===== src/gpu_mem_pkg.sv =====
`default_nettype none

package gpu_mem_pkg;

	localparam int NUM_LANES   = 8;
	localparam int WORD_W      = 32;
	localparam int LINE_ADDR_W = 27;
	localparam int WOFS_W      = 3;
	localparam int LAT_W       = 5;
	localparam int CACHE_LINES = 32;
	localparam int CACHE_IDX_W = 5;
	localparam int LAT_ENTRIES = 256;
	localparam int LAT_IDX_W   = 8;

	typedef logic [NUM_LANES-1:0][WORD_W-1:0] lane_words_t; // Lane 0 in the low word

	// ~~~~~~~~~~~~~~~~~~~~~~~~~~~~~~
	// Stage request and result
	// ~~~~~~~~~~~~~~~~~~~~~~~~~~~~~~

	typedef struct packed {
		logic                   mem_read;
		logic                   mem_write;
		logic                   shared_global_bar; // 1 = shared, 0 = global
		logic [2:0]             warp_id;
		logic [1:0]             scb_id;
		logic [NUM_LANES-1:0]   pam;
		logic [4:0]             reg_addr;
		logic [LINE_ADDR_W-1:0] addr_sel;
		logic [31:0]            instr;
		lane_words_t            eff_addr;
		lane_words_t            write_data;
	} mem_req_t;

	typedef struct packed {
		logic                          addr_valid;
		logic                          mem_read;
		logic                          mem_write;
		logic                          hit_missbar;
		logic                          miss_wait;
		logic [LINE_ADDR_W-1:0]        mem_addr;
		lane_words_t                   write_data;
		logic [2:0]                    warp_id;
		logic [1:0]                    scb_id;
		logic [NUM_LANES-1:0]          mem_write_mask;
		logic [NUM_LANES*WOFS_W-1:0]   word_offset;
		logic [4:0]                    reg_addr;
		logic [NUM_LANES-1:0]          thread_mask;
		logic [LAT_W-1:0]              miss_latency;
		logic [31:0]                   instr;
	} mem_res_t;

	// Latency table write port
	typedef struct packed {
		logic                 wen;
		logic [LAT_IDX_W-1:0] addr;
		logic [LAT_W-1:0]     din;
	} lat_prog_t;

	typedef struct packed {
		logic                   valid;
		logic [LINE_ADDR_W-1:0] line_addr;
	} fill_fb_t;

endpackage

`default_nettype wire


===== src/mem_coalescer.sv =====
`timescale 1ns/1ps
`default_nettype none

module mem_coalescer
(
	input  wire gpu_mem_pkg::lane_words_t                   eff_addr_i,
	input  wire gpu_mem_pkg::lane_words_t                   write_data_i,
	input  wire [gpu_mem_pkg::NUM_LANES-1:0]                pam_i,
	input  wire [gpu_mem_pkg::LINE_ADDR_W-1:0]              addr_sel_i,
	output logic [gpu_mem_pkg::NUM_LANES-1:0]               thread_mask_o,
	output logic [gpu_mem_pkg::NUM_LANES-1:0]               write_mask_o,
	output gpu_mem_pkg::lane_words_t                        write_data_o
);

	import gpu_mem_pkg::*;

	logic [WOFS_W-1:0] lane_ofs [NUM_LANES];
	logic [WOFS_W-1:0] grant [NUM_LANES];     // Winning lane per word slot

	// ~~~~~~~~~~~~~~~~~~~~~~~~~~~~~~
	// Thread mask
	// ~~~~~~~~~~~~~~~~~~~~~~~~~~~~~~

	always_comb
	begin
		for (int i = 0; i < NUM_LANES; i++)
		begin
			lane_ofs[i] = eff_addr_i[i][WOFS_W+1:2]; // Skip byte bits
			thread_mask_o[i] = pam_i[i] &&
				(eff_addr_i[i][WORD_W-1:WORD_W-LINE_ADDR_W] == addr_sel_i);
		end
	end

	// ~~~~~~~~~~~~~~~~~~~~~~~~~~~~~~
	// Store word coalescing
	// ~~~~~~~~~~~~~~~~~~~~~~~~~~~~~~

	// Scan from the top lane down so the lowest matching lane wins
	always_comb
	begin
		for (int j = 0; j < NUM_LANES; j++)
		begin
			write_mask_o[j] = 1'b0;
			grant[j] = '0;
			for (int i = NUM_LANES-1; i >= 0; i--)
			begin
				if (thread_mask_o[i] && (lane_ofs[i] == WOFS_W'(j)))
				begin
					write_mask_o[j] = 1'b1;
					grant[j] = WOFS_W'(i);
				end
			end
		end
	end

	always_comb
	begin
		for (int j = 0; j < NUM_LANES; j++)
		begin
			write_data_o[j] = write_data_i[grant[j]]; // Lane 0 data when unwritten
		end
	end

endmodule

`default_nettype wire


===== src/miss_latency_timer.sv =====
`timescale 1ns/1ps
`default_nettype none

module miss_latency_timer
(
	input  wire                            clk,
	input  wire                            resetb,
	input  wire                            load_i,
	input  wire [gpu_mem_pkg::LAT_W-1:0]   count_i,
	output logic                           done_o
);

	import gpu_mem_pkg::*;

	logic [LAT_W-1:0] count_q;

	always_ff @(posedge clk)
	begin
		if (!resetb)
			count_q <= '0;
		else if (load_i)
			count_q <= count_i;
		else if (count_q != '0)
			count_q <= count_q - 1'b1;
	end

	assign done_o = (count_q == '0); // Holds at zero

	// The miss FSM only reloads once the previous latency has run out
	a_no_load_while_running: assert property (
		@(posedge clk) disable iff (!resetb)
		load_i |-> done_o
	);

endmodule

`default_nettype wire


===== src/miss_track_fsm.sv =====
`timescale 1ns/1ps
`default_nettype none

module miss_track_fsm
(
	input  wire                                  clk,
	input  wire                                  resetb,
	input  wire                                  start_i,
	input  wire [gpu_mem_pkg::LINE_ADDR_W-1:0]   line_addr_i,
	input  wire [gpu_mem_pkg::LAT_W-1:0]         latency_i,
	input  wire gpu_mem_pkg::fill_fb_t           fill_i,
	input  wire                                  timer_done_i,
	output logic                                 timer_load_o,
	output logic [gpu_mem_pkg::LAT_W-1:0]        timer_count_o,
	output logic                                 install_o,
	output logic [gpu_mem_pkg::LINE_ADDR_W-1:0]  install_addr_o,
	output logic                                 miss_wait_o
);

	import gpu_mem_pkg::*;

	typedef enum logic [1:0] {IDLE, WAIT_LAT, WAIT_FILL} state_t;

	state_t                 state_q, state_d;
	logic                   fill_seen_q, fill_seen_d; // Early fill remembered
	logic [LINE_ADDR_W-1:0] line_q;
	logic                   fill_match;
	logic                   fill_match_start;

	assign fill_match       = fill_i.valid && (fill_i.line_addr == line_q);
	assign fill_match_start = fill_i.valid && (fill_i.line_addr == line_addr_i);

	always_comb
	begin
		state_d      = state_q;
		fill_seen_d  = fill_seen_q;
		timer_load_o = 1'b0;
		install_o    = 1'b0;
		case (state_q)
			IDLE:
			begin
				if (start_i)
				begin
					timer_load_o = 1'b1;
					fill_seen_d  = fill_match_start;
					state_d      = WAIT_LAT;
				end
			end
			WAIT_LAT:
			begin
				if (fill_match)
					fill_seen_d = 1'b1;
				if (timer_done_i)
				begin
					if (fill_seen_q || fill_match)
					begin
						install_o   = 1'b1;
						fill_seen_d = 1'b0;
						state_d     = IDLE;
					end
					else
						state_d = WAIT_FILL;
				end
			end
			WAIT_FILL:
			begin
				if (fill_match)
				begin
					install_o   = 1'b1;
					fill_seen_d = 1'b0;
					state_d     = IDLE;
				end
			end
			default: state_d = IDLE;
		endcase
	end

	always_ff @(posedge clk)
	begin
		if (!resetb)
		begin
			state_q     <= IDLE;
			fill_seen_q <= 1'b0;
		end
		else
		begin
			state_q     <= state_d;
			fill_seen_q <= fill_seen_d;
		end
	end

	// Tracked line, captured only when a miss is accepted
	always_ff @(posedge clk)
	begin
		if (state_q == IDLE && start_i)
			line_q <= line_addr_i;
	end

	assign timer_count_o  = latency_i;
	assign install_addr_o = line_q;
	assign miss_wait_o    = (state_q != IDLE) || start_i; // High in the miss cycle itself

	// Install never comes before the latency has run out
	a_install_when_busy: assert property (
		@(posedge clk) disable iff (!resetb)
		install_o |-> (state_q != IDLE) && timer_done_i
	);

endmodule

`default_nettype wire


===== src/cache_latency_emulator.sv =====
`timescale 1ns/1ps
`default_nettype none

module cache_latency_emulator
(
	input  wire                                  clk,
	input  wire                                  resetb,
	input  wire                                  lookup_i,
	input  wire [gpu_mem_pkg::LINE_ADDR_W-1:0]   addr_i,
	input  wire gpu_mem_pkg::fill_fb_t           fill_i,
	input  wire gpu_mem_pkg::lat_prog_t          lat_prog_i,
	input  wire [gpu_mem_pkg::LAT_IDX_W-1:0]     lat_rd_addr_i,
	output logic [gpu_mem_pkg::LAT_W-1:0]        lat_rd_data_o,
	output logic                                 hit_missbar_o,
	output logic [gpu_mem_pkg::LAT_W-1:0]        latency_o,
	output logic                                 miss_wait_o
);

	import gpu_mem_pkg::*;

	logic [LINE_ADDR_W-1:CACHE_IDX_W] tag_mem [CACHE_LINES];
	logic [CACHE_LINES-1:0]           valid_q;
	logic [LAT_W-1:0]                 lat_mem [LAT_ENTRIES];

	logic                   lookup_q;
	logic [LINE_ADDR_W-1:0] addr_q;
	logic [CACHE_IDX_W-1:0] idx;
	logic                   miss_start;
	logic                   timer_load;
	logic [LAT_W-1:0]       timer_count;
	logic                   timer_done;
	logic                   install;
	logic [LINE_ADDR_W-1:0] install_addr;

	always_ff @(posedge clk)
	begin
		if (!resetb)
			lookup_q <= 1'b0;
		else
			lookup_q <= lookup_i;
	end

	always_ff @(posedge clk)
	begin
		addr_q <= addr_i;
	end

	// ~~~~~~~~~~~~~~~~~~~~~~~~~~~~~~
	// Tag store and latency table
	// ~~~~~~~~~~~~~~~~~~~~~~~~~~~~~~

	always_ff @(posedge clk)
	begin
		if (!resetb)
			valid_q <= '0;
		else if (install)
			valid_q[install_addr[CACHE_IDX_W-1:0]] <= 1'b1;
	end

	always_ff @(posedge clk)
	begin
		if (install)
			tag_mem[install_addr[CACHE_IDX_W-1:0]] <= install_addr[LINE_ADDR_W-1:CACHE_IDX_W];
		if (lat_prog_i.wen)
			lat_mem[lat_prog_i.addr] <= lat_prog_i.din;
	end

	assign lat_rd_data_o = lat_mem[lat_rd_addr_i];

	assign idx           = addr_q[CACHE_IDX_W-1:0];
	assign hit_missbar_o = valid_q[idx] && (tag_mem[idx] == addr_q[LINE_ADDR_W-1:CACHE_IDX_W]);
	assign latency_o     = lat_mem[addr_q[LAT_IDX_W-1:0]];
	assign miss_start    = lookup_q && !hit_missbar_o; // FSM drops it when busy

	miss_track_fsm i_miss_fsm
	(
		.clk            (clk),
		.resetb         (resetb),
		.start_i        (miss_start),
		.line_addr_i    (addr_q),
		.latency_i      (latency_o),
		.fill_i         (fill_i),
		.timer_done_i   (timer_done),
		.timer_load_o   (timer_load),
		.timer_count_o  (timer_count),
		.install_o      (install),
		.install_addr_o (install_addr),
		.miss_wait_o    (miss_wait_o)
	);

	miss_latency_timer i_miss_timer
	(
		.clk     (clk),
		.resetb  (resetb),
		.load_i  (timer_load),
		.count_i (timer_count),
		.done_o  (timer_done)
	);

endmodule

`default_nettype wire


===== src/mem_stage2.sv =====
`timescale 1ns/1ps
`default_nettype none

module mem_stage2
(
	input  wire                               clk,
	input  wire                               resetb,
	input  wire gpu_mem_pkg::mem_req_t        req_i,
	input  wire gpu_mem_pkg::fill_fb_t        fill_fb_i,
	input  wire gpu_mem_pkg::lat_prog_t       lat_prog_i,
	input  wire [gpu_mem_pkg::LAT_IDX_W-1:0]  lat_rd_addr_i,
	output gpu_mem_pkg::mem_res_t             res_o,
	output logic [gpu_mem_pkg::LAT_W-1:0]     lat_rd_data_o
);

	import gpu_mem_pkg::*;

	mem_req_t               req_q;
	logic                   lookup;
	logic                   addr_valid_q;
	logic [NUM_LANES-1:0]   thread_mask;
	logic [NUM_LANES-1:0]   write_mask;
	lane_words_t            coal_data;
	logic                   hit_missbar;
	logic [LAT_W-1:0]       miss_latency;
	logic                   miss_wait;
	logic [NUM_LANES*WOFS_W-1:0] word_offset;
	logic                   pass_access;

	// Global accesses only go to the cache
	assign lookup = !req_i.shared_global_bar && (req_i.mem_read || req_i.mem_write);

	// ~~~~~~~~~~~~~~~~~~~~~~~~~~~~~~
	// Input and output registers
	// ~~~~~~~~~~~~~~~~~~~~~~~~~~~~~~

	always_ff @(posedge clk)
	begin
		if (!resetb)
		begin
			req_q.mem_read  <= 1'b0;
			req_q.mem_write <= 1'b0;
			addr_valid_q    <= 1'b0;
		end
		else
		begin
			req_q        <= req_i;
			addr_valid_q <= lookup;
		end
	end

	mem_coalescer i_coalescer
	(
		.eff_addr_i    (req_q.eff_addr),
		.write_data_i  (req_q.write_data),
		.pam_i         (req_q.pam),
		.addr_sel_i    (req_q.addr_sel),
		.thread_mask_o (thread_mask),
		.write_mask_o  (write_mask),
		.write_data_o  (coal_data)
	);

	cache_latency_emulator i_cle
	(
		.clk           (clk),
		.resetb        (resetb),
		.lookup_i      (lookup),
		.addr_i        (req_i.addr_sel),
		.fill_i        (fill_fb_i),
		.lat_prog_i    (lat_prog_i),
		.lat_rd_addr_i (lat_rd_addr_i),
		.lat_rd_data_o (lat_rd_data_o),
		.hit_missbar_o (hit_missbar),
		.latency_o     (miss_latency),
		.miss_wait_o   (miss_wait)
	);

	always_comb
	begin
		for (int i = 0; i < NUM_LANES; i++)
		begin
			word_offset[i*WOFS_W +: WOFS_W] = req_q.eff_addr[i][WOFS_W+1:2];
		end
	end

	assign pass_access = hit_missbar || req_q.shared_global_bar; // Shared never misses

	always_comb
	begin
		res_o.addr_valid     = addr_valid_q;
		res_o.mem_read       = req_q.mem_read && pass_access;
		res_o.mem_write      = req_q.mem_write && pass_access;
		res_o.hit_missbar    = hit_missbar;
		res_o.miss_wait      = miss_wait;
		res_o.mem_addr       = req_q.addr_sel;
		res_o.write_data     = coal_data;
		res_o.warp_id        = req_q.warp_id;
		res_o.scb_id         = req_q.scb_id;
		res_o.mem_write_mask = write_mask;
		res_o.word_offset    = word_offset;
		res_o.reg_addr       = req_q.reg_addr;
		res_o.thread_mask    = thread_mask;
		res_o.miss_latency   = miss_latency;
		res_o.instr          = req_q.instr;
	end

	// Active threads always claim a word slot, and only they do
	a_write_mask_covers_threads: assert property (
		@(posedge clk) disable iff (!resetb)
		(req_q.mem_read || req_q.mem_write) |-> ((|thread_mask) == (|write_mask))
	);

endmodule

`default_nettype wire


===== src/gpu_mem_top.sv =====
`timescale 1ns/1ps
`default_nettype none

module gpu_mem_top
(
	input  wire                               clk,
	input  wire                               resetb,
	input  wire gpu_mem_pkg::mem_req_t        req_i,
	input  wire gpu_mem_pkg::fill_fb_t        fill_fb_i,
	input  wire gpu_mem_pkg::lat_prog_t       lat_prog_i,
	input  wire [gpu_mem_pkg::LAT_IDX_W-1:0]  lat_rd_addr_i,
	output gpu_mem_pkg::mem_res_t             res_o,
	output logic [gpu_mem_pkg::LAT_W-1:0]     lat_rd_data_o
);

	mem_stage2 i_mem_stage2
	(
		.clk           (clk),
		.resetb        (resetb),
		.req_i         (req_i),
		.fill_fb_i     (fill_fb_i),
		.lat_prog_i    (lat_prog_i),
		.lat_rd_addr_i (lat_rd_addr_i),
		.res_o         (res_o),
		.lat_rd_data_o (lat_rd_data_o)
	);

endmodule

`default_nettype wire


===== config.mk =====
export PLATFORM = sky130hd
export DESIGN_NAME = gpu_mem_top
export DESIGN_NICKNAME = d
export VERILOG_FILES = /design/src/gpu_mem_pkg.sv /design/src/mem_coalescer.sv /design/src/miss_latency_timer.sv /design/src/miss_track_fsm.sv /design/src/cache_latency_emulator.sv /design/src/mem_stage2.sv /design/src/gpu_mem_top.sv
export SDC_FILE = /design/constraint.sdc
export NUM_CORES = 2
export LEC_CHECK = 0
export ABC_AREA = 0
export BUFFER_PORTS_ARGS = -buffer_cell sky130_fd_sc_hd__buf_4
export CAP_MARGIN = 0
export CORE_MARGIN = 3
export CORE_UTILIZATION = 35
export DETAILED_ROUTE_END_ITERATION = 10
export GPL_TIMING_DRIVEN = 0
export SYNTH_ARGS = -nofsm -noshare
export SYNTH_HDL_FRONTEND = slang
export SYNTH_SLANG_ARGS = --single-unit

===== constraint.sdc =====
create_clock -name clk -period 11.49 [get_ports clk]
set_clock_uncertainty 0.2 [all_clocks]
set_input_delay 1.7235 -clock clk [delete_from_list [all_inputs] [get_ports clk]]
set_output_delay 1.7235 -clock clk [all_outputs]
set_load 0.005 [all_outputs]

==> impl_metrics.ini <==
[critical_path]
worst-path-max-fanout = 10
cp.buffers_inverters = 4
end_kind = output port
crit_type = flip-flop to output port
cp_slowest_cell = nor4_1
crit_chain = buf_2 -> xnor2_1 -> nand4_1 -> nor4_1 -> nand3b_1 -> nor2_1 -> nor3_1 -> o21ai_0 -> buf_1 -> buf_2 -> mux2i_1 -> mux2_2 -> buf_4
critPathTopFamily = simple AND/OR/NAND/NOR gates
startpoint_type = flip-flop
worstPathArrival_ns = 7.61
worst_path_most_repeated_cell = buf_2
max_stage_delay_ns = 1.18
worst_ep_required_time_ns = 9.57

[place]
gp_congestion = 0.9790
dp_hpwl_um = 415200
portBuffers = 995

[routing]
wl_um = 566000
first_pass_iters = 8
via_per_inst = 6.055
wl_met1_um = 200300
dr_wl_met3_um = 54610
routed-wl-met2_um = 270800
routedWlPerCell_um = 39.60
vias = 86531
top_layer = met5
drc = 0
drt_iter0_drc = 12721
ant_nets = 0

[sta]
slew_viol_final = 4
tightest_slew_ns = 1.598
fin_crit_ns = 9.530
fmax_mhz = 104.9
rsz0062_at_grt = false
fin_tns_setup_ns = 0
timing.final.hold_violations = 0
maxSlewHeadroom = -0.07540
min_period_over_period = 0.8294
holdWs_ns = 0.2523
finalSetupViolCount = 0

[layout]
layout_common_cells = edfxtp_1 (2585), mux2i_1 (1594), buf_4 (1194), mux4_2 (1025), clkbuf_1 (407)
final_nets = 9678
final_common_cell = edfxtp_1
drive_gt1_frac = 0.3485
multiInputGateArea_um2 = 50060
register_area_um2 = 79030
num-fill-cells = 33654
layout-area-overhead-vs-synth_pct = 18.76

[power_and_ir_drop]
switchingPower_mw = 6.005
p_total_mw = 23.54
power_density_nw_per_um2 = 148.7
pwr-share-comb = 0.116
clkPwrFrac = 0.412
leakagePower_nw = 52.94
netSwitchingFraction = 0.2551
intPower_mw = 17.54
vdd_ir_drop_max_v = 0.0001310
p_seq_frac = 0.472

[clock_tree]
cts_sinks = 2655
clockBufferDepth = 4
root_buffer = clkbuf_16
htree_num_levels = 5
clk_pin_slew_ns = 0.06
cts_hold_buffers = 0
cts_setup_buffers = 0
cts_buffers = 304
cts_resized = 0
cts_tree = done
clkLatencyLatePin_ns = 0.96

[synth]
ys_seq_area_frac = 0.5929
synth-edff-count = 2585
synth-seq-cells = 2655
ys_warn_count = 0
synth_cells = 7678
syn-cell-area_um2 = 133300
ys.flop_type = edfxtp_1
syn_nets = 8329
async_flop_share = 0
yosys.cell_types.count = 76
syn_area_per_cell_um2 = 17.36

[floorplan]
core.rowCount = 225
io_pins = 1024
start_util = 0.3531
die_area_um2 = 388300
core_um2 = 377500
die_h_um = 623.1
die_x_um = 623.1

[status]
violations = capacitance limit, slew limit
status = complete, but fails checks

[global_route]
grt_usage = 0.2825
grt_pass1_vias = 86141
grt_first_pass_wirelength_um = 752000
grt_max_degree = 162
antenna_found_initial = 70
overflow = 0

[hold_path]
worst_hold_path_type = flip-flop to flip-flop

[job]
maxCapViolCount = 3
per-stage QoR:
step	instances	utilization	worst slack [ns]	instance area [µm²]
2_1_floorplan	7678	-	4.933	133300
3_3_place_gp	13667	0.3894	1.407	147000
3_5_place_dp	13715	0.3932	3.018	148500
4_1_cts	14257	0.4191	2.112	158200
5_1_grt	14273	0.4192	1.904	158300
6_report	14291	0.4193	1.960	158300
metal layers:
| metal | global-route usage | up-vias |
|---|---|---|
| li1 | - | 33654 |
| met1 | 0.3395 | 45592 |
| met2 | 0.4651 | 5969 |
| met3 | 0.06151 | 1302 |
| met4 | 0.1716 | 14 |
| met5 | 0 | - |
cell usage after synthesis (6+ instances only):
cell type / number / share of area
edfxtp_1: 2585 / 0.58
mux2i_1: 1594 / 0.12
mux4_2: 1025 / 0.17
clkbuf_1: 374 / 0.011
nor2_1: 336 / 0.0095
xnor2_1: 250 / 0.016
mux2_2: 230 / 0.019
buf_4: 205 / 0.012
buf_2: 164 / 0.0062
buf_1: 123 / 0.0035
nand4_1: 79 / 0.0037
dfxtp_1: 70 / 0.011
nand2_1: 67 / 0.0019
nand3_1: 40 / 0.0015
o21a_1: 37 / 0.0021
xor2_1: 37 / 0.0024
nor4_1: 36 / 0.0017
mux2_1: 30 / 0.0025
nand2b_1: 26 / 0.0012
nor2b_1: 26 / 0.0012
o22ai_1: 24 / 0.0011
a21oi_1: 23 / 0.00086
or2_2: 23 / 0.0011
a22oi_1: 21 / 0.0012
nand3b_1: 21 / 0.0012
nor3_1: 20 / 0.00075
and2_1: 18 / 0.00084
o21ai_0: 17 / 0.00064
buf_6: 14 / 0.0012
inv_1: 13 / 0.00037
or3_1: 11 / 0.00052
or3b_2: 10 / 0.00066
a31oi_1: 9 / 0.00042
o221ai_1: 9 / 0.00059
o32ai_1: 9 / 0.00059
and3_1: 8 / 0.00038
a221oi_1: 7 / 0.00046
ha_1: 7 / 0.00066
nor3b_1: 7 / 0.00039
o21ai_1: 6 / 0.00023
o22a_1: 6 / 0.00039
cell type report:
class / count / share of cell area
Timing Repair Buffer: 1043 / 0.05434
Antenna cell: 34 / 0.0005375
Tap cell: 4994 / 0.03947
Inverter: 15 / 0.0003557
Sequential cell: 2655 / 0.4992
Clock buffer: 378 / 0.05074
Multi-Input combinational cell: 4126 / 0.3162
Clock inverter: 164 / 0.01091
Buffer: 882 / 0.02819
sequential cells by signal (all words and copies together) (netlist names):
name                                          cells
i_mem_stage2.addr_valid_q                         1
i_mem_stage2.i_cle.addr_q                        27
i_mem_stage2.i_cle.i_miss_fsm.fill_seen_q         1
i_mem_stage2.i_cle.i_miss_fsm.install_addr_o     27
i_mem_stage2.i_cle.i_miss_fsm.state_q             2
i_mem_stage2.i_cle.i_miss_timer.count_q           5
i_mem_stage2.i_cle.lat_mem                     1280
i_mem_stage2.i_cle.tag_mem                      704
i_mem_stage2.i_cle.valid_q                       32
i_mem_stage2.req_q                              483
i_mem_stage2.res_o                               93
path summary, 6_finish.rpt:
path | startpoint | end | slack (ns) | cells past startpoint
setup / recovery | i_mem_stage2.res_o[365] | res_o[205] | 1.96 | 13
hold / removal | i_mem_stage2.i_cle.addr_q[7] | i_mem_stage2.i_cle.i_miss_fsm.install_addr_o[7] | 0.25 | 0
setup reg to reg | i_mem_stage2.i_cle.addr_q[1] | i_mem_stage2.i_cle.i_miss_fsm.install_addr_o[4] | 4.86 | 12
hold reg to reg | i_mem_stage2.i_cle.addr_q[7] | i_mem_stage2.i_cle.i_miss_fsm.install_addr_o[7] | 0.25 | 0
power by group through the flow:
stage | Combinational, mW | Clock [mW] | Sequential (mW)
6_report | 2.73 | 9.71 | 11.1
5_1_grt | 2.82 | 10.2 | 11.1
4_1_cts | 2.69 | 9.80 | 11.1
3_5_place_dp | 2.68 | 0 | 11.3
3_3_place_gp | 2.62 | 0 | 11.3
2_1_floorplan | 1.35 | 0 | 11.2
cells by family after synthesis:
kind of cell,Yosys count,share of synthesized area
and+or+nand+nor,747,0.02780
xor gates and xnor gates,287,0.01886
DFF,2655,0.5929
adders and majority gates,7,0.0006570
buffers and inverters,897,0.03347
AOI/OAI and AO/OA,203,0.01089
muxes,2882,0.3154
No activity file was read; power rests on OpenSTA's default activity.
